`src/source/scanconv_pkg.sv`:
```
// Widths, the RGB pixel type and default buffer sizes for the scan converter output path
// Imported by every RTL block and by the testbench reference model
`default_nettype none

package scanconv_pkg;

    // Horizontal and vertical counters, sizes and positions
    localparam int COORD_W = 12;

    // One colour channel
    localparam int CHAN_W = 8;

    // Integer pixel and line repeat counts
    localparam int RPT_W = 4;

    // Scanline strength, applied as (str+1)*16-1
    localparam int SL_STR_W = 4;

    // Line buffer geometry used when the top level is not overridden
    localparam int DEF_NUM_LINES = 8;
    localparam int DEF_LINE_PIXELS = 64;

    // One pixel as stored in the line buffer and carried down the pipeline
    typedef struct packed {
        logic [CHAN_W-1:0] r;
        logic [CHAN_W-1:0] g;
        logic [CHAN_W-1:0] b;
    } rgb_t;

endpackage

`default_nettype wire
```
`src/source/video_if.sv`:
```
// Per-cycle video streams between the timing generator, line buffer and postprocessor
// No handshake, every clock carries one pixel position
`default_nettype none


interface video_pixel_if;
    import scanconv_pkg::*;

    logic               hsync;
    logic               vsync;
    logic               de;
    logic [COORD_W-1:0] xpos;
    logic [COORD_W-1:0] ypos;
    logic               sl_line;
    rgb_t               pixel;

    modport src (output hsync, vsync, de, xpos, ypos, sl_line, pixel);
    modport dst (input hsync, vsync, de, xpos, ypos, sl_line, pixel);
endinterface

`default_nettype wire

```
`src/source/pixel_postproc.sv`:
```
// Two-stage pixel postprocessing: scanline darkening, then test pattern and output registers
// RGB is forced to zero outside DE
`default_nettype none

module pixel_postproc (
    input  wire logic                                   PCLK_OUT_i,
    input  wire logic                                   rst_n_i,
    video_pixel_if.dst                                  pix_i,
    input  wire logic                                   sl_enable_i,
    input  wire logic [scanconv_pkg::SL_STR_W-1:0]      sl_str_i,
    input  wire logic                                   testpattern_i,
    output logic                                        hsync_o,
    output logic                                        vsync_o,
    output logic                                        de_o,
    output logic [scanconv_pkg::COORD_W-1:0]            xpos_o,
    output logic [scanconv_pkg::COORD_W-1:0]            ypos_o,
    output logic [scanconv_pkg::CHAN_W-1:0]             r_o,
    output logic [scanconv_pkg::CHAN_W-1:0]             g_o,
    output logic [scanconv_pkg::CHAN_W-1:0]             b_o
);
    import scanconv_pkg::*;

    logic [CHAN_W-1:0]  sl_thold;
    logic               sl_apply;
    logic               s1_hsync;
    logic               s1_vsync;
    logic               s1_de;
    logic [COORD_W-1:0] s1_xpos;
    logic [COORD_W-1:0] s1_ypos;
    rgb_t               s1_pix;
    logic [COORD_W-1:0] tp_val;
    rgb_t               out_pix;

    function automatic logic [CHAN_W-1:0] sat_sub(input logic [CHAN_W-1:0] c,
                                                  input logic [CHAN_W-1:0] t);
        return (c > t) ? c - t : '0;
    endfunction

    // (str+1)*16-1 is the strength in the high nibble with the low nibble all ones
    assign sl_thold = CHAN_W'({sl_str_i, 4'hf});
    assign sl_apply = sl_enable_i && pix_i.sl_line;

    // Stage 1, scanline subtraction
    always_ff @(posedge PCLK_OUT_i) begin
        if (!rst_n_i) begin
            s1_hsync <= 1'b1;
            s1_vsync <= 1'b1;
            s1_de    <= 1'b0;
        end else begin
            s1_hsync <= pix_i.hsync;
            s1_vsync <= pix_i.vsync;
            s1_de    <= pix_i.de;
        end
    end

    always_ff @(posedge PCLK_OUT_i) begin
        s1_xpos <= pix_i.xpos;
        s1_ypos <= pix_i.ypos;
        if (sl_apply) begin
            s1_pix.r <= sat_sub(pix_i.pixel.r, sl_thold);
            s1_pix.g <= sat_sub(pix_i.pixel.g, sl_thold);
            s1_pix.b <= sat_sub(pix_i.pixel.b, sl_thold);
        end else begin
            s1_pix <= pix_i.pixel;
        end
    end

    // Stage 2 source select
    always_comb begin
        tp_val = s1_xpos ^ s1_ypos;
        if (!s1_de) begin
            out_pix = '0;
        end else if (testpattern_i) begin
            out_pix = '{r: tp_val[CHAN_W-1:0], g: tp_val[CHAN_W-1:0], b: tp_val[CHAN_W-1:0]};
        end else begin
            out_pix = s1_pix;
        end
    end

    always_ff @(posedge PCLK_OUT_i) begin
        if (!rst_n_i) begin
            hsync_o <= 1'b1;
            vsync_o <= 1'b1;
            de_o    <= 1'b0;
            r_o     <= '0;
            g_o     <= '0;
            b_o     <= '0;
        end else begin
            hsync_o <= s1_hsync;
            vsync_o <= s1_vsync;
            de_o    <= s1_de;
            r_o     <= out_pix.r;
            g_o     <= out_pix.g;
            b_o     <= out_pix.b;
        end
    end

    always_ff @(posedge PCLK_OUT_i) begin
        xpos_o <= s1_xpos;
        ypos_o <= s1_ypos;
    end

endmodule

`default_nettype wire

```
`src/flat_wrapper.sv`:
```
// flat-port wrapper written by rule: the top's interface ports become plain ports
module pixel_postproc_flat import scanconv_pkg::*;
  (PCLK_OUT_i, rst_n_i, sl_enable_i, sl_str_i, testpattern_i, hsync_o, vsync_o, de_o, xpos_o, ypos_o, r_o, g_o, b_o, pix_i_hsync, pix_i_vsync, pix_i_de, pix_i_xpos, pix_i_ypos, pix_i_sl_line, pix_i_pixel);
  video_pixel_if pix_i_i ();
  input  wire logic PCLK_OUT_i;
  input  wire logic rst_n_i;
  input  wire logic sl_enable_i;
  input  wire logic [scanconv_pkg::SL_STR_W-1:0] sl_str_i;
  input  wire logic testpattern_i;
  output logic hsync_o;
  output logic vsync_o;
  output logic de_o;
  output logic [scanconv_pkg::COORD_W-1:0] xpos_o;
  output logic [scanconv_pkg::COORD_W-1:0] ypos_o;
  output logic [scanconv_pkg::CHAN_W-1:0] r_o;
  output logic [scanconv_pkg::CHAN_W-1:0] g_o;
  output logic [scanconv_pkg::CHAN_W-1:0] b_o;
  input wire logic [$bits(pix_i_i.hsync)-1:0] pix_i_hsync;
  input wire logic [$bits(pix_i_i.vsync)-1:0] pix_i_vsync;
  input wire logic [$bits(pix_i_i.de)-1:0] pix_i_de;
  input wire logic [$bits(pix_i_i.xpos)-1:0] pix_i_xpos;
  input wire logic [$bits(pix_i_i.ypos)-1:0] pix_i_ypos;
  input wire logic [$bits(pix_i_i.sl_line)-1:0] pix_i_sl_line;
  input wire logic [$bits(pix_i_i.pixel)-1:0] pix_i_pixel;
  assign pix_i_i.hsync = pix_i_hsync;
  assign pix_i_i.vsync = pix_i_vsync;
  assign pix_i_i.de = pix_i_de;
  assign pix_i_i.xpos = pix_i_xpos;
  assign pix_i_i.ypos = pix_i_ypos;
  assign pix_i_i.sl_line = pix_i_sl_line;
  assign pix_i_i.pixel = pix_i_pixel;
  pixel_postproc u_core (.PCLK_OUT_i(PCLK_OUT_i), .rst_n_i(rst_n_i), .pix_i(pix_i_i), .sl_enable_i(sl_enable_i), .sl_str_i(sl_str_i), .testpattern_i(testpattern_i), .hsync_o(hsync_o), .vsync_o(vsync_o), .de_o(de_o), .xpos_o(xpos_o), .ypos_o(ypos_o), .r_o(r_o), .g_o(g_o), .b_o(b_o));
endmodule
```
`config.mk`:
```
export PLATFORM = sky130hd
export DESIGN_NAME = pixel_postproc_flat
export DESIGN_NICKNAME = d
export VERILOG_FILES = /design/src/source/scanconv_pkg.sv /design/src/source/video_if.sv /design/src/source/pixel_postproc.sv /design/src/flat_wrapper.sv
export SDC_FILE = /design/constraint.sdc
export NUM_CORES = 1
export LEC_CHECK = 0
export BUFFER_PORTS_ARGS = -buffer_cell sky130_fd_sc_hd__buf_2
export CAP_MARGIN = 5
export CORE_MARGIN = 10
export CORE_UTILIZATION = 53
export CTS_CLUSTER_SIZE = 20
export DETAILED_ROUTE_END_ITERATION = 7
export GPL_ROUTABILITY_DRIVEN = 0
export PLACE_DENSITY = 0.8
export SLEW_MARGIN = 25
export SYNTH_ARGS = -nofsm -noshare
export SYNTH_HDL_FRONTEND = slang
export SYNTH_SLANG_ARGS = --single-unit
```
`constraint.sdc`:
```
create_clock -name PCLK_OUT_i -period 4.7 [get_ports PCLK_OUT_i]
set_input_delay 0.94 -clock PCLK_OUT_i [delete_from_list [all_inputs] [get_ports PCLK_OUT_i]]
set_output_delay 0.94 -clock PCLK_OUT_i [all_outputs]
set_load 0.02 [all_outputs]
```
==> results.tsv <==
metric	value	unit
maxSlewHeadroom	0.372	
area_growth	24.4	%
firstDrtPassIters	4	
slew_viol_final	0	
ys_warn_count	0	
async_flop_share	0	
p_switching	0.000395	W
synth_most_common_cell	dfxtp_1	
post_dp_cell_area	0.00397	mm2
yosys_most_used_dff	dfxtp_1	
cts_tree	built	
tns	0	ps
ant_nets	0	
drc	0	
cts_sinks	102	
drive_gt1_frac	0.321	
overflow	0	
fmax	460	MHz
cp-end-kind	register	
final_util	0.692	
fillers	465	
cp_max_fo	4	
fin_crit_sh	0.462	
rows	28	
clockBufferDepth	2	
fin_area	0.00417	mm2
p_seq_frac	0.558	
cts_resized	0	
worst_pin_slew	940	ps
ys_ff_latch	102	
fin_crit	2170	ps
ir_worst_vdd	0.000297	V
die_area	0.00991	mm2
rr_worst_depth	3	
drtIter0Drc	109	
synthTopCellsByCount	102 x dfxtp_1, 25 x o21a_1, 23 x nand2_1, 18 x a21oi_1, 15 x ha_1	
avgViaCountPerCell	5.23	
multi_input_area	0.00124	mm2
grt_first_pass_wirelength	12200	um
holdWs	335	ps
switching_share	0.237	
cts_root_buf	clkbuf_8	
final_cells	492	
io_buffers	110	
grt_pass1_vias	2490	
power_density	399	mW/mm2
grt.total_usage	0.154	
avgSynthCellArea	11.3	um2
start_kind	primary input	
gr-usage-met2	0.243	
critPathKind	in -> reg	
combinationalPowerShare	0.119	
run_status	finished clean	
gr-max-usage-layer	met2	
synth_edf_count	0	
n_antenna_cell	0	
dp.cells	476	
dr_total_vias	2575	
max_cap_viol_count	0	
cp_cell_sequence	buf_2, inv_1, ha_1, a21oi_1, o21ai_0, nand2_1, o31ai_1	
ys_top_cells_by_area	dfxtp_1 61%, ha_1 5.6%, o21a_1 5.6%, xnor2_1 2.9%, a21oi_1 2.7%	
critPathMaxStageDelay	360	ps
hpwl	6330	um
clk_pin_slew	80	ps
hold_buffers	0	
cp.required	4920	ps
pwr-share-clk	0.323	
grt_max_degree	33	
hold_viol	0	
clk_latency	340	ps
crit_slowest_cell	o21ai_0	
wl_per_cell	16.0	um
synthCells	298	
setup_violations	0	
yosys.area.top_type	dfxtp_1	
wirelength	7880	um
antenna_found_initial	0	
finClkSkew	6.03	ps
rsz0062_at_grt	false	
holdPathStages	0	
synth.distinct_cells	37	
syn-cell-area	0.00335	mm2
synth_top_area_share	0.609	
io_pins	111	
seq_area_frac_synth	0.609	
htree_levels	3	
worstPathArrival	2390	ps
start_util	0.556	
hold_class	reg -> reg	
intPower	0.00127	W
register_area	0.00204	mm2
cts_buffers	9	
nNetsFinal	487	
die_y	99.5	um
met1_usage	0.182	
syn_nets	373	
p_leak	1.97	nW
grt_use_met3	0.0512	
placeableCoreArea	0.00603	mm2
die_w	99.5	um
postCtsSetupRepairBufs	0	
==> path summary, 6_finish.rpt <==
kind / startpoint / to / slack (ps)
worst max-delay path: sl_str_i[1] / u_core.s1_pix[4] / 2530
worst min-delay path: u_core.s1_xpos[8] / u_core.xpos_o[8] / 330
worst max register to register: u_core.s1_de / u_core.r_o[0] / 3510
worst min register to register: u_core.s1_xpos[8] / u_core.xpos_o[8] / 330
==> power groups by stage <==
stage	logic [W]	registers, W	clock network, W
2_1_floorplan	0.0000969	0.000971	0
3_3_place_gp	0.000193	0.000947	0
3_5_place_dp	0.000197	0.000949	0
4_1_cts	0.000198	0.000929	0.000550
5_1_grt	0.000218	0.000933	0.000582
6_report	0.000198	0.000929	0.000538
==> cell usage in the layout, fill, tap and decap left out, drive strengths merged <==
cell,netlist,final
a211o,1,1
a21o,3,3
a21oi,18,18
a221oi,1,1
a22o,4,4
a31o,2,2
a31oi,5,5
a32o,1,1
and2,2,2
and3,5,5
and4,2,2
buf,1,110
bufinv,0,1
clkbuf,6,13
clkinv,0,1
clkinvlp,0,1
dfxtp,102,102
ha,15,15
inv,12,12
mux2,1,1
mux2i,1,1
nand2,23,23
nand2b,6,6
nand3,10,10
nand4,4,4
nor2,3,3
nor3,1,1
o21a,25,25
o21ai,14,14
o221ai,2,2
o22ai,1,1
o2bb2ai,2,2
o31ai,5,5
or3,1,1
xnor2,11,11
xor2,8,8
==> state kept, by name, summed over array words and instances, names as in the netlist, 8 cells and up <==
signal          count
u_core.s1_ypos     12
u_core.s1_xpos     12
u_core.g_o          8
u_core.xpos_o      12
u_core.r_o          8
u_core.s1_pix      24
u_core.b_o          8
u_core.ypos_o      12
==> metrics by stage <==
stage,setup slack (ps),total power (W)
finish,2530,0.00166
global route,2310,0.00173
CTS,2540,0.00168
detailed placement,2160,0.00115
global placement,2210,0.00114
floorplan,2360,0.00107
==> critical path, delay by kind of cell <==
family / cells / cell delay (ps)
and+or+nand+nor: 1 / 140
adders and majority gates: 1 / 350
AOI/OAI and AO/OA: 3 / 830
buffers and inverters: 2 / 140
==> layout make-up <==
cell class	instances	area share
sequential	102	0.489
timing repair buffer	110	0.132
inverter	12	0.0108
clock buffer	13	0.0381
tap	75	0.0225
multi-input combinational	177	0.297
clock inverter	3	0.0102
==> cell families (layout without fill, tap and decap cells) <==
family	count (synthesis)	count (layout)	share of synthesized area
muxes	2	2	0.00634
xor gates and xnor gates	19	19	0.0496
AOI/OAI and AO/OA	84	84	0.168
and+or+nand+nor	57	57	0.0895
adders and majority gates	15	15	0.0560
buffers and inverters	19	138	0.0213
DFF	102	102	0.609
==> routing by layer <==
layer | routed length [um] | up-vias
met2 | 3550 | 112
met1 | 3530 | 1179
met5 | 0 | -
met3 | 667 | 10
li1 | - | 1274
met4 | 126 | 0
No activity file was read; power rests on OpenSTA's default activity.
