<file path="src/source/scanconv_pkg.sv">
// Widths, the RGB pixel type and default buffer sizes for the scan converter output path
// Imported by every RTL block and by the testbench reference model
`default_nettype none

package scanconv_pkg;

    // Horizontal and vertical counters, sizes and positions
    localparam int COORD_W = 12;

    // One colour channel
    localparam int CHAN_W = 8;

    // Integer pixel and line repeat counts
    localparam int RPT_W = 4;

    // Scanline strength, applied as (str+1)*16-1
    localparam int SL_STR_W = 4;

    // Line buffer geometry used when the top level is not overridden
    localparam int DEF_NUM_LINES = 8;
    localparam int DEF_LINE_PIXELS = 64;

    // One pixel as stored in the line buffer and carried down the pipeline
    typedef struct packed {
        logic [CHAN_W-1:0] r;
        logic [CHAN_W-1:0] g;
        logic [CHAN_W-1:0] b;
    } rgb_t;

endpackage

`default_nettype wire
</file>
<file path="src/source/video_if.sv">
// Per-cycle video streams between the timing generator, line buffer and postprocessor
// No handshake, every clock carries one pixel position
`default_nettype none

interface video_timing_if;
    import scanconv_pkg::*;

    logic               hsync;
    logic               vsync;
    logic               de;
    logic [COORD_W-1:0] xpos;
    logic [COORD_W-1:0] ypos;
    logic [COORD_W-1:0] lb_line;
    logic [COORD_W-1:0] lb_x;
    // Last repeated copy of a source line
    logic               sl_line;

    modport src (output hsync, vsync, de, xpos, ypos, lb_line, lb_x, sl_line);
    modport dst (input hsync, vsync, de, xpos, ypos, lb_line, lb_x, sl_line);
endinterface


`default_nettype wire

</file>
<file path="src/source/output_timing_gen.sv">
// Output raster timing: H/V counters, active-low syncs, DE, positions and buffer addressing
// Outputs are registered one cycle after the counters
`default_nettype none

module output_timing_gen #(
    parameter int NUM_LINES   = scanconv_pkg::DEF_NUM_LINES,
    parameter int LINE_PIXELS = scanconv_pkg::DEF_LINE_PIXELS
) (
    input  wire logic                               PCLK_OUT_i,
    input  wire logic                               rst_n_i,
    input  wire logic                               enable_i,
    input  wire logic [scanconv_pkg::COORD_W-1:0]   h_total_i,
    input  wire logic [scanconv_pkg::COORD_W-1:0]   h_active_i,
    input  wire logic [scanconv_pkg::COORD_W-1:0]   h_synclen_i,
    input  wire logic [scanconv_pkg::COORD_W-1:0]   h_backporch_i,
    input  wire logic [scanconv_pkg::COORD_W-1:0]   v_total_i,
    input  wire logic [scanconv_pkg::COORD_W-1:0]   v_active_i,
    input  wire logic [scanconv_pkg::COORD_W-1:0]   v_synclen_i,
    input  wire logic [scanconv_pkg::COORD_W-1:0]   v_backporch_i,
    input  wire logic [scanconv_pkg::RPT_W-1:0]     x_rpt_i,
    input  wire logic [scanconv_pkg::RPT_W-1:0]     y_rpt_i,
    video_timing_if.src                             tim_o
);
    import scanconv_pkg::*;

    localparam logic [COORD_W-1:0] LAST_LINE = COORD_W'(NUM_LINES - 1);
    localparam logic [COORD_W-1:0] LAST_X    = COORD_W'(LINE_PIXELS - 1);

    logic [COORD_W-1:0] h_cnt;
    logic [COORD_W-1:0] v_cnt;
    logic [RPT_W-1:0]   x_ctr;
    logic [RPT_W-1:0]   y_ctr;
    logic [COORD_W-1:0] lb_x_cnt;
    logic [COORD_W-1:0] lb_line_cnt;

    // Window bounds carry one extra bit so start+active cannot wrap
    logic [COORD_W:0]   h_start;
    logic [COORD_W:0]   h_end;
    logic [COORD_W:0]   v_start;
    logic [COORD_W:0]   v_end;
    logic               h_win;
    logic               v_win;
    logic               line_end;
    logic               frame_end;

    assign h_start = {1'b0, h_synclen_i} + {1'b0, h_backporch_i};
    assign h_end   = h_start + {1'b0, h_active_i};
    assign v_start = {1'b0, v_synclen_i} + {1'b0, v_backporch_i};
    assign v_end   = v_start + {1'b0, v_active_i};

    assign h_win = ({1'b0, h_cnt} >= h_start) && ({1'b0, h_cnt} < h_end);
    assign v_win = ({1'b0, v_cnt} >= v_start) && ({1'b0, v_cnt} < v_end);

    assign line_end  = (h_cnt == h_total_i - 1'b1);
    assign frame_end = line_end && (v_cnt == v_total_i - 1'b1);

    // Counters and repeat state, all describing the current h_cnt/v_cnt position
    always_ff @(posedge PCLK_OUT_i) begin
        if (!rst_n_i || !enable_i) begin
            h_cnt       <= '0;
            v_cnt       <= '0;
            x_ctr       <= '0;
            y_ctr       <= '0;
            lb_x_cnt    <= '0;
            lb_line_cnt <= '0;
        end else if (line_end) begin
            h_cnt    <= '0;
            x_ctr    <= '0;
            lb_x_cnt <= '0;
            if (frame_end) begin
                v_cnt       <= '0;
                y_ctr       <= '0;
                lb_line_cnt <= '0;
            end else begin
                v_cnt <= v_cnt + 1'b1;
                // Step to the next buffer line after the last copy of a group
                if (v_win) begin
                    if (y_ctr == y_rpt_i) begin
                        y_ctr       <= '0;
                        lb_line_cnt <= (lb_line_cnt == LAST_LINE) ? '0 : lb_line_cnt + 1'b1;
                    end else begin
                        y_ctr <= y_ctr + 1'b1;
                    end
                end
            end
        end else begin
            h_cnt <= h_cnt + 1'b1;
            if (h_win) begin
                if (x_ctr == x_rpt_i) begin
                    x_ctr <= '0;
                    // Stay on the last stored pixel if the line runs long
                    if (lb_x_cnt != LAST_X) begin
                        lb_x_cnt <= lb_x_cnt + 1'b1;
                    end
                end else begin
                    x_ctr <= x_ctr + 1'b1;
                end
            end
        end
    end

    // Sync and DE, idle levels while stopped
    always_ff @(posedge PCLK_OUT_i) begin
        if (!rst_n_i || !enable_i) begin
            tim_o.hsync   <= 1'b1;
            tim_o.vsync   <= 1'b1;
            tim_o.de      <= 1'b0;
            tim_o.sl_line <= 1'b0;
        end else begin
            tim_o.hsync   <= (h_cnt >= h_synclen_i);
            tim_o.vsync   <= (v_cnt >= v_synclen_i);
            tim_o.de      <= h_win && v_win;
            tim_o.sl_line <= (y_ctr == y_rpt_i);
        end
    end

    // Offsets into the active window and buffer read address
    always_ff @(posedge PCLK_OUT_i) begin
        tim_o.xpos    <= h_cnt - h_start[COORD_W-1:0];
        tim_o.ypos    <= v_cnt - v_start[COORD_W-1:0];
        tim_o.lb_x    <= lb_x_cnt;
        tim_o.lb_line <= lb_line_cnt;
    end

endmodule

`default_nettype wire

</file>
<file path="src/flat_wrapper.sv">
// flat-port wrapper written by rule: the top's interface ports become plain ports
module output_timing_gen_flat import scanconv_pkg::*;
#(
    parameter int NUM_LINES   = scanconv_pkg::DEF_NUM_LINES,
    parameter int LINE_PIXELS = scanconv_pkg::DEF_LINE_PIXELS
)
  (PCLK_OUT_i, rst_n_i, enable_i, h_total_i, h_active_i, h_synclen_i, h_backporch_i, v_total_i, v_active_i, v_synclen_i, v_backporch_i, x_rpt_i, y_rpt_i, tim_o_hsync, tim_o_vsync, tim_o_de, tim_o_xpos, tim_o_ypos, tim_o_lb_line, tim_o_lb_x, tim_o_sl_line);
  video_timing_if tim_o_i ();
  input  wire logic PCLK_OUT_i;
  input  wire logic rst_n_i;
  input  wire logic enable_i;
  input  wire logic [scanconv_pkg::COORD_W-1:0] h_total_i;
  input  wire logic [scanconv_pkg::COORD_W-1:0] h_active_i;
  input  wire logic [scanconv_pkg::COORD_W-1:0] h_synclen_i;
  input  wire logic [scanconv_pkg::COORD_W-1:0] h_backporch_i;
  input  wire logic [scanconv_pkg::COORD_W-1:0] v_total_i;
  input  wire logic [scanconv_pkg::COORD_W-1:0] v_active_i;
  input  wire logic [scanconv_pkg::COORD_W-1:0] v_synclen_i;
  input  wire logic [scanconv_pkg::COORD_W-1:0] v_backporch_i;
  input  wire logic [scanconv_pkg::RPT_W-1:0] x_rpt_i;
  input  wire logic [scanconv_pkg::RPT_W-1:0] y_rpt_i;
  output wire logic [$bits(tim_o_i.hsync)-1:0] tim_o_hsync;
  output wire logic [$bits(tim_o_i.vsync)-1:0] tim_o_vsync;
  output wire logic [$bits(tim_o_i.de)-1:0] tim_o_de;
  output wire logic [$bits(tim_o_i.xpos)-1:0] tim_o_xpos;
  output wire logic [$bits(tim_o_i.ypos)-1:0] tim_o_ypos;
  output wire logic [$bits(tim_o_i.lb_line)-1:0] tim_o_lb_line;
  output wire logic [$bits(tim_o_i.lb_x)-1:0] tim_o_lb_x;
  output wire logic [$bits(tim_o_i.sl_line)-1:0] tim_o_sl_line;
  assign tim_o_hsync = tim_o_i.hsync;
  assign tim_o_vsync = tim_o_i.vsync;
  assign tim_o_de = tim_o_i.de;
  assign tim_o_xpos = tim_o_i.xpos;
  assign tim_o_ypos = tim_o_i.ypos;
  assign tim_o_lb_line = tim_o_i.lb_line;
  assign tim_o_lb_x = tim_o_i.lb_x;
  assign tim_o_sl_line = tim_o_i.sl_line;
  output_timing_gen #(.NUM_LINES(NUM_LINES), .LINE_PIXELS(LINE_PIXELS)) u_core (.PCLK_OUT_i(PCLK_OUT_i), .rst_n_i(rst_n_i), .enable_i(enable_i), .h_total_i(h_total_i), .h_active_i(h_active_i), .h_synclen_i(h_synclen_i), .h_backporch_i(h_backporch_i), .v_total_i(v_total_i), .v_active_i(v_active_i), .v_synclen_i(v_synclen_i), .v_backporch_i(v_backporch_i), .x_rpt_i(x_rpt_i), .y_rpt_i(y_rpt_i), .tim_o(tim_o_i));
endmodule
</file>
<file path="config.mk">
export PLATFORM = sky130hd
export DESIGN_NAME = output_timing_gen_flat
export DESIGN_NICKNAME = d
export VERILOG_FILES = /design/src/source/scanconv_pkg.sv /design/src/source/video_if.sv /design/src/source/output_timing_gen.sv /design/src/flat_wrapper.sv
export SDC_FILE = /design/constraint.sdc
export NUM_CORES = 1
export LEC_CHECK = 0
export ABC_CLOCK_PERIOD_IN_PS = 7900
export BUFFER_PORTS_ARGS = -buffer_cell sky130_fd_sc_hd__buf_2
export CELL_PAD_IN_SITES_DETAIL_PLACEMENT = 0
export CELL_PAD_IN_SITES_GLOBAL_PLACEMENT = 2
export CORE_UTILIZATION = 36
export CTS_CLUSTER_SIZE = 8
export DETAILED_ROUTE_END_ITERATION = 10
export PLACE_DENSITY = 0.85
export SLEW_MARGIN = 20
export SYNTH_ARGS = -nofsm -noshare
export SYNTH_HDL_FRONTEND = slang
export SYNTH_SLANG_ARGS = --single-unit
</file>
<file path="constraint.sdc">
create_clock -name PCLK_OUT_i -period 7.9 [get_ports PCLK_OUT_i]
set_clock_uncertainty 0.15 [all_clocks]
set_input_delay 0.79 -clock PCLK_OUT_i [delete_from_list [all_inputs] [get_ports PCLK_OUT_i]]
set_output_delay 0.79 -clock PCLK_OUT_i [all_outputs]
set_load 0.02 [all_outputs]
</file>
==> results of run 1 <==
layer usage:
| metal | track usage | vias up | share of wire |
|---|---|---|---|
| met1 | 0.248 | 3619 | 0.47 |
| met5 | 0 | - | 0.0012 |
| li1 | - | 4202 | - |
| met3 | 0.0321 | 26 | 0.037 |
| met4 | 0.0609 | 4 | 0.019 |
| met2 | 0.335 | 146 | 0.47 |
metrics by stage:
stage	std cells	power (mW)	worst slack (ns)	cell area, µm²	util
5_1_grt	1539	1.80	1.52	10300	0.432
2_1_floorplan	1059	1.05	2.52	8810	-
4_1_cts	1539	1.70	2.09	10300	0.432
3_5_place_dp	1523	1.23	1.73	9960	0.419
3_3_place_gp	1523	1.22	1.71	9960	0.419
6_report	1541	1.68	2.06	10300	0.432
final cells by class:
cell class	count	area [µm²]	share of cell area
Multi-Input combinational cell	848	6260	0.610
Sequential cell	108	2160	0.211
Timing Repair Buffer	160	806	0.0785
Tap cell	319	399	0.0389
Inverter	88	330	0.0322
Clock buffer	10	239	0.0233
Clock inverter	6	57.6	0.00561
Antenna cell	2	5.00	0.000488
worst max path at each step:
| stage | startpoint | endpoint | slack, ns | cells past startpoint |
|---|---|---|---|---|
| global route | v_synclen_i[1] | u_core.lb_line_cnt[8]$_SDFFE_PP0P_ | 1.52 | 23 |
| floorplan | v_synclen_i[1] | u_core.lb_line_cnt[9]$_SDFFE_PP0P_ | 2.52 | 22 |
| global placement | v_synclen_i[0] | u_core.lb_line_cnt[7]$_SDFFE_PP0P_ | 1.71 | 22 |
| detailed placement | v_synclen_i[0] | u_core.lb_line_cnt[7]$_SDFFE_PP0P_ | 1.73 | 22 |
| finish | v_synclen_i[1] | u_core.lb_line_cnt[8]$_SDFFE_PP0P_ | 2.06 | 23 |
| CTS | v_synclen_i[0] | u_core.lb_line_cnt[8]$_SDFFE_PP0P_ | 2.09 | 22 |
where the power goes:
group | leakage, nW | switching [mW] | internal, mW
Clock | 0.148 | 0.234 | 0.232
Sequential | 0.880 | 0.00884 | 0.577
Combinational | 3.62 | 0.358 | 0.268
flip-flops by register name (all words and copies together) (netlist names), 12 cells and up:
name / count
u_core.lb_x_cnt: 12
u_core.h_cnt: 12
u_core.v_cnt: 12
u_core.tim_o.lb_line: 12
u_core.tim_o.ypos: 12
u_core.tim_o.xpos: 12
u_core.tim_o.lb_x: 12
u_core.lb_line_cnt: 12
layout by cell type (no fill, tap or decap), drive strengths merged, types with 10 or more instances in the layout:
master	instances
buf	160
inv	92
a21oi	84
ha	127
nor2	70
xor2	45
xnor2	67
or4	19
nor2b	20
nand3	29
nand2	53
o31ai	22
o21a	17
dfxtp	108
clkbuf	10
and3	18
nor3	28
nor4	20
o21ai	44
a21o	22
nand2b	14
nand4	26
kinds of logic after synthesis:
group                      count (synthesis)  share of synthesized area
adders and majority gates                133                      0.194
muxes                                      5                    0.00568
buffers and inverters                    103                     0.0449
AOI/OAI and AO/OA                        268                      0.199
DFF                                      108                      0.245
xor gates and xnor gates                 112                      0.111
and+or+nand+nor                          330                      0.200
==> impl_metrics.env, run 1 <==
export IMPL_tritoncts_num_buffers=9
export IMPL_dieWidth_um=158
export IMPL_ys_ff_latch=108
export IMPL_post_synth_most_frequent_cells="sky130_fd_sc_hd__ha_1, sky130_fd_sc_hd__dfxtp_1, sky130_fd_sc_hd__inv_1"
export IMPL_number_of_enable_type_register_cells_in_the_synthesized_netlist=0
export IMPL_final_setup_viol_count=0
export IMPL_critical_path_required_ns=7.97
export IMPL_die_area_mm2=0.0251
export IMPL_rsz0062_at_grt="no"
export IMPL_setup_worst_path_end_class="flip-flop"
export IMPL_dr_pass1_iters=4
export IMPL_grt_total_ovfl=0
export IMPL_crit_path_start_kind="input port"
export IMPL_finish_net_count=1455
export IMPL_drt_vias_per_instance=5.19
export IMPL_setup_tns_final_ns=0
export IMPL_post_synth_top_count_cell="sky130_fd_sc_hd__ha_1"
export IMPL_power_static_leakage_nw=4.65
export IMPL_route_final_wire_length_um=23600
export IMPL_crit_fanout=6
export IMPL_timing_rr_start="u_core.v_cnt[1]$_SDFFE_PP0P_"
export IMPL_rows=56
export IMPL_synth_top_cells_by_area="sky130_fd_sc_hd__dfxtp_1, sky130_fd_sc_hd__ha_1, sky130_fd_sc_hd__xnor2_1, sky130_fd_sc_hd__a21oi_1, sky130_fd_sc_hd__xor2_1"
export IMPL_postCtsSetupBuffers=0
export IMPL_wl_per_cell_um=15.3
export IMPL_netlist_instances=1059
export IMPL_drtAntennaViolNets=0
export IMPL_io_buffer_count=158
export IMPL_fin_hold_ws_ns=0.241
export IMPL_crit_family="compound AO/OA/AOI/OAI gates"
export IMPL_synth_warning_count=0
export IMPL_dominantRegCellSynth="sky130_fd_sc_hd__dfxtp_1"
export IMPL_crit_path_max_delay_cell_type="sky130_fd_sc_hd__a2111oi_0"
export IMPL_synthDistinctLibCells=70
export IMPL_regToRegSetupSlack_ns=4.30
export IMPL_cell_taking_the_most_area_after_synthesis="sky130_fd_sc_hd__dfxtp_1"
export IMPL_synthDominantCellAreaShare=0.245
export IMPL_cts_tree="done"
export IMPL_grtUsageTotal=0.195
export IMPL_clk_pin_slew_ns=0.08
export IMPL_synth_cell_area_mm2=0.00881
export IMPL_nets_in_the_synthesized_netlist=1299
export IMPL_drv_slew=0
export IMPL_via_count=7997
export IMPL_die_h_um=158
export IMPL_post_synth_cell_area_avg_um2=8.32
export IMPL_max_freq_mhz=171
export IMPL_power_density_mw_per_mm2=163
export IMPL_core_area_mm2=0.0238
export IMPL_grt_pass1_wl_um=38200
export IMPL_holdPathStages=0
export IMPL_layout_worst_path_cycle_share=0.739
export IMPL_post_route_min_period_ns=5.84
export IMPL_crit_buf_inv=1
export IMPL_drv_max_cap_violation_count=0
export IMPL_largest_net_degree_at_the_start_of_global_routing=28
export IMPL_r2r_end="u_core.lb_line_cnt[8]$_SDFFE_PP0P_"
export IMPL_critPathMaxStageDelay_ns=0.63
export IMPL_path_cells="buf_2, ha_1, a21o_1, a21oi_1, nor2b_1, o21ai_0, a21oi_1, a41o_1, nor2_1, xnor2_1, ha_1, or2_2, a21oi_1, a21oi_1, xnor2_1, ha_1, nor2_1, o21ai_0, a2111oi_0, o31a_1, nand3_1, a21oi_1, a31oi_1"
export IMPL_layout_drive_gt1_share=0.157
export IMPL_area_delta_synth_final_pct=16.4
export IMPL_timing_hold_worst_start="u_core.lb_x_cnt[4]$_SDFFE_PP0P_"
export IMPL_antenna_found_initial=4
export IMPL_clock_tree_buffer_depth=2
export IMPL_dp_hpwl_um=19200
export IMPL_drt_iter0_drc=411
export IMPL_timing_final_hold_violations=0
export IMPL_hold_path_class="flip-flop to flip-flop"
export IMPL_fill_cells=2448
export IMPL_top_level_ports=159
export IMPL_routabilityCongestion=0.828
export IMPL_cts_sinks=108
export IMPL_clock_tree_root_cell="sky130_fd_sc_hd__clkbuf_16"
export IMPL_register_area_share_after_synthesis=0.245
export IMPL_worst_r2r_path_cells=9
export IMPL_start_util=0.371
export IMPL_worst_hold_path_endpoint="u_core.tim_o.lb_x[4]$_DFF_P_"
export IMPL_htree_levels=3
export IMPL_most_used_cell_cp="sky130_fd_sc_hd__a21oi_1"
export IMPL_slew_limit_headroom=0.279
export IMPL_crit_arrival_ns=5.91
export IMPL_timing_worst_slew_pin_value_ns=1.07
export IMPL_cts_hold_fix_buffers=0
export IMPL_grt_pass1_vias=7694
export IMPL_vdd_ir_drop_max_mv=0.114
export IMPL_cts_repair_resize_count=0
export IMPL_skew_pair_late_insertion_delay_ns=0.36
export IMPL_synthArstFlopShare=0
export IMPL_worstSetupPathType="input port to flip-flop"
export IMPL_run_status="complete, no violations"
export IMPL_detail_route_drc_violations=0
Power figures use the tool's default switching activity.
==> inputs of run 2 (changes only) <==
- ABC_CLOCK_PERIOD_IN_PS: 7900 -> 5500
- CORE_UTILIZATION: 36 -> 34
- PLACE_DENSITY: 0.85 -> 0.81
- clock period: 7.9 -> 5.5 ns (I/O delays scaled with it)
==> impl_metrics.env, run 2 (synthesis gave the netlist of run 1 again) <==
export IMPL_run_status="complete, no violations"
export IMPL_grt_pass1_wl_um=39000
export IMPL_path_cells="buf_2, ha_1, a21o_1, a21oi_1, o21bai_1, a21o_1, a21oi_1, nor2b_1, nor2_1, xnor2_1, ha_1, a21oi_2, a311oi_2, o21ai_0, nand2b_1, xnor2_1, ha_1, a2111oi_1, o21ai_1, a22oi_2, o2111ai_1, buf_4, or4_1, a21oi_1"
export IMPL_drv_max_cap_violation_count=0
export IMPL_clock_tree_root_cell="sky130_fd_sc_hd__clkbuf_16"
export IMPL_timing_worst_slew_pin_value_ns=0.839
export IMPL_via_count=8186
export IMPL_grt_total_ovfl=0
export IMPL_route_final_wire_length_um=24400
export IMPL_area_delta_synth_final_pct=20.7
export IMPL_crit_path_start_kind="input port"
export IMPL_cts_sinks=108
export IMPL_power_density_mw_per_mm2=238
export IMPL_crit_fanout=10
export IMPL_gr_max_usage_layer="met2"
export IMPL_design_power_total_mw=2.53
export IMPL_die_h_um=163
export IMPL_drtAntennaViolNets=0
export IMPL_die_area_mm2=0.0266
export IMPL_timing_final_hold_violations=0
export IMPL_max_freq_mhz=196
export IMPL_rows=58
export IMPL_layout_drive_gt1_share=0.190
export IMPL_holdPathStages=0
export IMPL_antenna_found_initial=3
export IMPL_skew_pair_late_insertion_delay_ns=0.35
export IMPL_detail_route_drc_violations=0
export IMPL_final_cell_mix="sky130_fd_sc_hd__buf_2, sky130_fd_sc_hd__ha_1, sky130_fd_sc_hd__dfxtp_1"
export IMPL_finish_net_count=1496
export IMPL_grt_pass1_vias=7838
export IMPL_setup_worst_path_end_class="flip-flop"
export IMPL_dr_pass1_iters=5
export IMPL_clock_tree_buffer_depth=2
export IMPL_area_sequential_mm2=0.00216
export IMPL_vdd_ir_drop_max_mv=0.148
export IMPL_dp_hpwl_um=20000
export IMPL_largest_net_degree_at_the_start_of_global_routing=28
export IMPL_critical_path_required_ns=5.65
export IMPL_grt_met1_usage=0.233
export IMPL_layout_cells_most_common="sky130_fd_sc_hd__buf_2"
export IMPL_clk_pin_slew_ns=0.08
export IMPL_grtUsageTotal=0.186
export IMPL_critPathMaxStageDelay_ns=0.46
export IMPL_multi_input_area_mm2=0.00629
export IMPL_start_util=0.348
export IMPL_drt_iter0_drc=426
export IMPL_crit_path_max_delay_cell_type="sky130_fd_sc_hd__or4_1"
export IMPL_setup_tns_final_ns=0
export IMPL_final_setup_viol_count=0
export IMPL_cts_tree="done"
export IMPL_post_route_min_period_ns=5.11
export IMPL_htree_levels=3
export IMPL_top_level_ports=159
export IMPL_power_static_leakage_nw=4.86
export IMPL_io_buffer_count=158
export IMPL_crit_arrival_ns=5.26
export IMPL_core_area_mm2=0.0253
export IMPL_worstSetupPathType="input port to flip-flop"
export IMPL_routabilityCongestion=0.849
export IMPL_hold_path_class="flip-flop to flip-flop"
export IMPL_layout_worst_path_cycle_share=0.930
export IMPL_use_met3=0.0288
export IMPL_drt_vias_per_instance=5.14
export IMPL_drv_slew=0
export IMPL_wl_per_cell_um=15.3
export IMPL_fill_cells=2612
export IMPL_tritoncts_num_buffers=9
export IMPL_dieWidth_um=163
export IMPL_met2_track_demand_over_resource=0.334
export IMPL_worst_r2r_path_cells=11
export IMPL_slew_limit_headroom=0.441
## run 2: cell types whose count changed in the layout (fill, tap and decap cells not counted), sizes merged
cell	previous run	this run
inv	92	91
bufinv	0	1
clkinv	2	3
buf	160	201
clkbuf	10	9
## run 2: path summary, 6_finish.rpt
check                                     startpoint                                 end  slack, ns
hold / removal    u_core.lb_line_cnt[1]$_SDFFE_PP0P_     u_core.tim_o.lb_line[1]$_DFF_P_       0.24
setup / recovery                      h_synclen_i[1]    u_core.lb_x_cnt[10]$_SDFFE_PP0P_       0.39
hold reg to reg   u_core.lb_line_cnt[1]$_SDFFE_PP0P_     u_core.tim_o.lb_line[1]$_DFF_P_       0.24
setup reg to reg        u_core.v_cnt[1]$_SDFFE_PP0P_  u_core.lb_line_cnt[3]$_SDFFE_PP0P_       2.16
## run 2: per-layer routing
metal / share of wire / up-vias
met4: 0.0088 / 2
met5: 0.00053 / -
met1: 0.46 / 3733
li1: - / 4274
met3: 0.043 / 12
met2: 0.49 / 165
## run 2: timing repair
item	in CTS	in global routing
setup endpoints to repair	0	14
hold buffers	0	0
buffers inserted	0	0
gates resized for setup	0	7
## run 2: critical path, delay by kind of cell
kind | cells | cell delay, ns
buffers and inverters | 2 | 0.32
AOI/OAI and AO/OA | 13 | 2.58
adders and majority gates | 3 | 0.83
xor gates and xnor gates | 2 | 0.16
and+or+nand+nor | 4 | 0.82
## run 2: power breakdown
group	switching [mW]	internal [mW]	total (mW)
Sequential	0.0143	0.829	0.843
Clock	0.352	0.372	0.725
Combinational	0.532	0.430	0.962
## run 2: per-stage QoR
step           hold slack, ns  instance area [µm²]   util  cells  worst slack [ns]
2_1_floorplan           0.205                 8810      -   1059             0.356
5_1_grt                 0.249                10600  0.420   1591           -0.0152
4_1_cts                 0.237                10600  0.419   1591             0.278
6_report                0.235                10600  0.420   1593             0.386
3_3_place_gp            0.225                10300  0.406   1575           -0.0348
3_5_place_dp            0.225                10300  0.406   1575           -0.0927
## run 2: layout make-up
cell class,count,share of cell area
antenna,2,0.000470
clock buffer,9,0.0212
clock inverter,7,0.00964
inverter,88,0.0310
multi-input combinational,848,0.591
sequential,108,0.203
tap,330,0.0388
timing repair buffer,201,0.105
==> inputs of run 3 (changes only) <==
- ABC_CLOCK_PERIOD_IN_PS: 5500 -> 5800
- clock period: 5.5 -> 5.8 ns (I/O delays scaled with it)
==> impl_metrics.env, run 3 (synthesis gave the netlist of run 1 again) <==
export IMPL_grtUsageTotal=0.182
export IMPL_grt_total_ovfl=0
export IMPL_drt_iter0_drc=427
export IMPL_dieWidth_um=163
export IMPL_rsz0062_at_grt="no"
export IMPL_dp_cells=1543
export IMPL_instances_no_fill=1560
export IMPL_crit_fanout=10
export IMPL_drt_met1_wl_um=11000
export IMPL_power_density_mw_per_mm2=220
export IMPL_final_cell_mix="sky130_fd_sc_hd__buf_2, sky130_fd_sc_hd__ha_1, sky130_fd_sc_hd__dfxtp_1"
export IMPL_clock_tree_buffer_depth=2
export IMPL_finalCoreUtilization=0.408
export IMPL_postCtsSetupBuffers=0
export IMPL_drv_max_cap_violation_count=0
export IMPL_area_sequential_mm2=0.00216
export IMPL_clock_tree_root_cell="sky130_fd_sc_hd__clkbuf_16"
export IMPL_io_buffer_count=158
export IMPL_critical_path_required_ns=5.94
export IMPL_fill_cells=2584
export IMPL_final_setup_worst_slack_ns=0.488
export IMPL_grt_pass1_wl_um=38100
export IMPL_regToRegSetupSlack_ns=2.23
export IMPL_drv_slew=0
export IMPL_slew_limit_headroom=0.347
export IMPL_timing_rr_start="u_core.h_cnt[1]$_SDFF_PP0_"
export IMPL_rows=58
export IMPL_r2r_end="u_core.x_ctr[3]$_SDFFE_PP0P_"
export IMPL_die_h_um=163
export IMPL_detail_route_drc_violations=0
export IMPL_die_area_mm2=0.0266
export IMPL_layout_drive_gt1_share=0.164
export IMPL_finish_instance_area_mm2=0.0103
export IMPL_start_util=0.348
export IMPL_wl_per_cell_um=15.2
export IMPL_holdPathStages=0
export IMPL_setup_tns_final_ns=0
export IMPL_power_static_leakage_nw=4.68
export IMPL_timing_worst_slew_pin_value_ns=0.971
export IMPL_via_count=7994
export IMPL_dpl_instance_area_mm2=0.0100
export IMPL_route_final_wire_length_um=23700
export IMPL_hold_path_class="flip-flop to flip-flop"
export IMPL_multi_input_area_mm2=0.00626
export IMPL_cts_repair_resize_count=0
export IMPL_drtAntennaViolNets=0
export IMPL_dp_hpwl_um=19500
export IMPL_timing_final_hold_violations=0
export IMPL_cts_sinks=108
export IMPL_crit_arrival_ns=5.46
export IMPL_max_freq_mhz=188
export IMPL_highest_layer="met5"
export IMPL_final_setup_viol_count=0
export IMPL_run_status="complete, no violations"
export IMPL_skew_pair_late_insertion_delay_ns=0.36
export IMPL_worst_hold_path_endpoint="u_core.tim_o.lb_line[1]$_DFF_P_"
export IMPL_cts_hold_fix_buffers=0
export IMPL_layout_cells_most_common="sky130_fd_sc_hd__buf_2"
export IMPL_top_level_ports=159
export IMPL_met2_length_um=11300
export IMPL_tritoncts_num_buffers=9
export IMPL_layout_worst_path_cycle_share=0.916
export IMPL_post_route_min_period_ns=5.31
export IMPL_detailroute_wirelength_met3_um=965
export IMPL_htree_levels=3
export IMPL_antenna_found_initial=3
export IMPL_vdd_ir_drop_max_mv=0.177
export IMPL_timing_hold_worst_start="u_core.lb_line_cnt[1]$_SDFFE_PP0P_"
export IMPL_worstSetupPathType="input port to flip-flop"
export IMPL_grt_pass1_vias=7599
export IMPL_setup_worst_path_end_class="flip-flop"
export IMPL_crit_path_start_kind="input port"
export IMPL_routabilityCongestion=0.837
export IMPL_core_area_mm2=0.0253
export IMPL_largest_net_degree_at_the_start_of_global_routing=26
export IMPL_worst_r2r_path_cells=9
export IMPL_design_power_total_mw=2.27
export IMPL_dpl_worst_slack_ns=-0.00147
export IMPL_drt_vias_per_instance=5.12
export IMPL_clk_pin_slew_ns=0.08
export IMPL_finish_net_count=1464
export IMPL_area_delta_synth_final_pct=17.2
export IMPL_cts_tree="done"
export IMPL_dr_pass1_iters=5
export IMPL_fin_hold_ws_ns=0.239
## run 3: critical path, cell delays in order
cell                        delay [ns]
sky130_fd_sc_hd__buf_2            0.10
sky130_fd_sc_hd__ha_1             0.28
sky130_fd_sc_hd__a21o_1           0.19
sky130_fd_sc_hd__a21oi_1          0.23
sky130_fd_sc_hd__o21bai_1         0.09
sky130_fd_sc_hd__a21o_1           0.20
sky130_fd_sc_hd__a21oi_1          0.27
sky130_fd_sc_hd__nor2b_1          0.08
sky130_fd_sc_hd__nor2_1           0.18
sky130_fd_sc_hd__xnor2_1          0.09
sky130_fd_sc_hd__ha_1             0.35
sky130_fd_sc_hd__a21oi_1          0.10
sky130_fd_sc_hd__a311oi_1         0.40
sky130_fd_sc_hd__o21ai_0          0.13
sky130_fd_sc_hd__nand2b_1         0.10
sky130_fd_sc_hd__xnor2_1          0.07
sky130_fd_sc_hd__ha_1             0.19
sky130_fd_sc_hd__a2111oi_0        0.33
sky130_fd_sc_hd__o21ai_0          0.17
sky130_fd_sc_hd__a22oi_1          0.35
sky130_fd_sc_hd__o2111ai_1        0.14
sky130_fd_sc_hd__buf_4            0.21
sky130_fd_sc_hd__or4_1            0.46
sky130_fd_sc_hd__a21oi_1          0.15
## run 3: worst max-delay path by stage
stage,to,depth (start not counted),from,slack (ns)
2_1_floorplan,u_core.lb_line_cnt[9]$_SDFFE_PP0P_,22,v_synclen_i[1],0.63
3_3_place_gp,u_core.lb_line_cnt[6]$_SDFFE_PP0P_,21,v_synclen_i[0],0.14
3_5_place_dp,u_core.lb_line_cnt[6]$_SDFFE_PP0P_,21,v_synclen_i[0],-0.001
4_1_cts,u_core.lb_line_cnt[6]$_SDFFE_PP0P_,21,v_synclen_i[0],0.34
5_1_grt,u_core.lb_x_cnt[10]$_SDFFE_PP0P_,25,h_synclen_i[1],0.02
6_report,u_core.lb_x_cnt[8]$_SDFFE_PP0P_,24,h_synclen_i[1],0.49
## run 3: per-layer routing
metal,vias to the layer above,GRT usage
met1,3594,0.230
met3,25,0.0275
li1,4221,-
met5,-,0
met2,152,0.316
met4,2,0.0573
## run 3: layout make-up
class / count / share of cell area
Sequential cell: 108 / 0.209
Antenna cell: 2 / 0.000485
Tap cell: 330 / 0.0400
Inverter: 88 / 0.0320
Timing Repair Buffer: 169 / 0.0846
Multi-Input combinational cell: 848 / 0.606
Clock inverter: 6 / 0.00533
Clock buffer: 9 / 0.0218
## run 3: where the power goes
| part | internal (mW) | total (mW) | switching (mW) |
|---|---|---|---|
| logic | 0.372 | 0.860 | 0.488 |
| registers | 0.786 | 0.801 | 0.0147 |
| clock network | 0.299 | 0.613 | 0.315 |
| total | 1.46 | 2.27 | 0.818 |
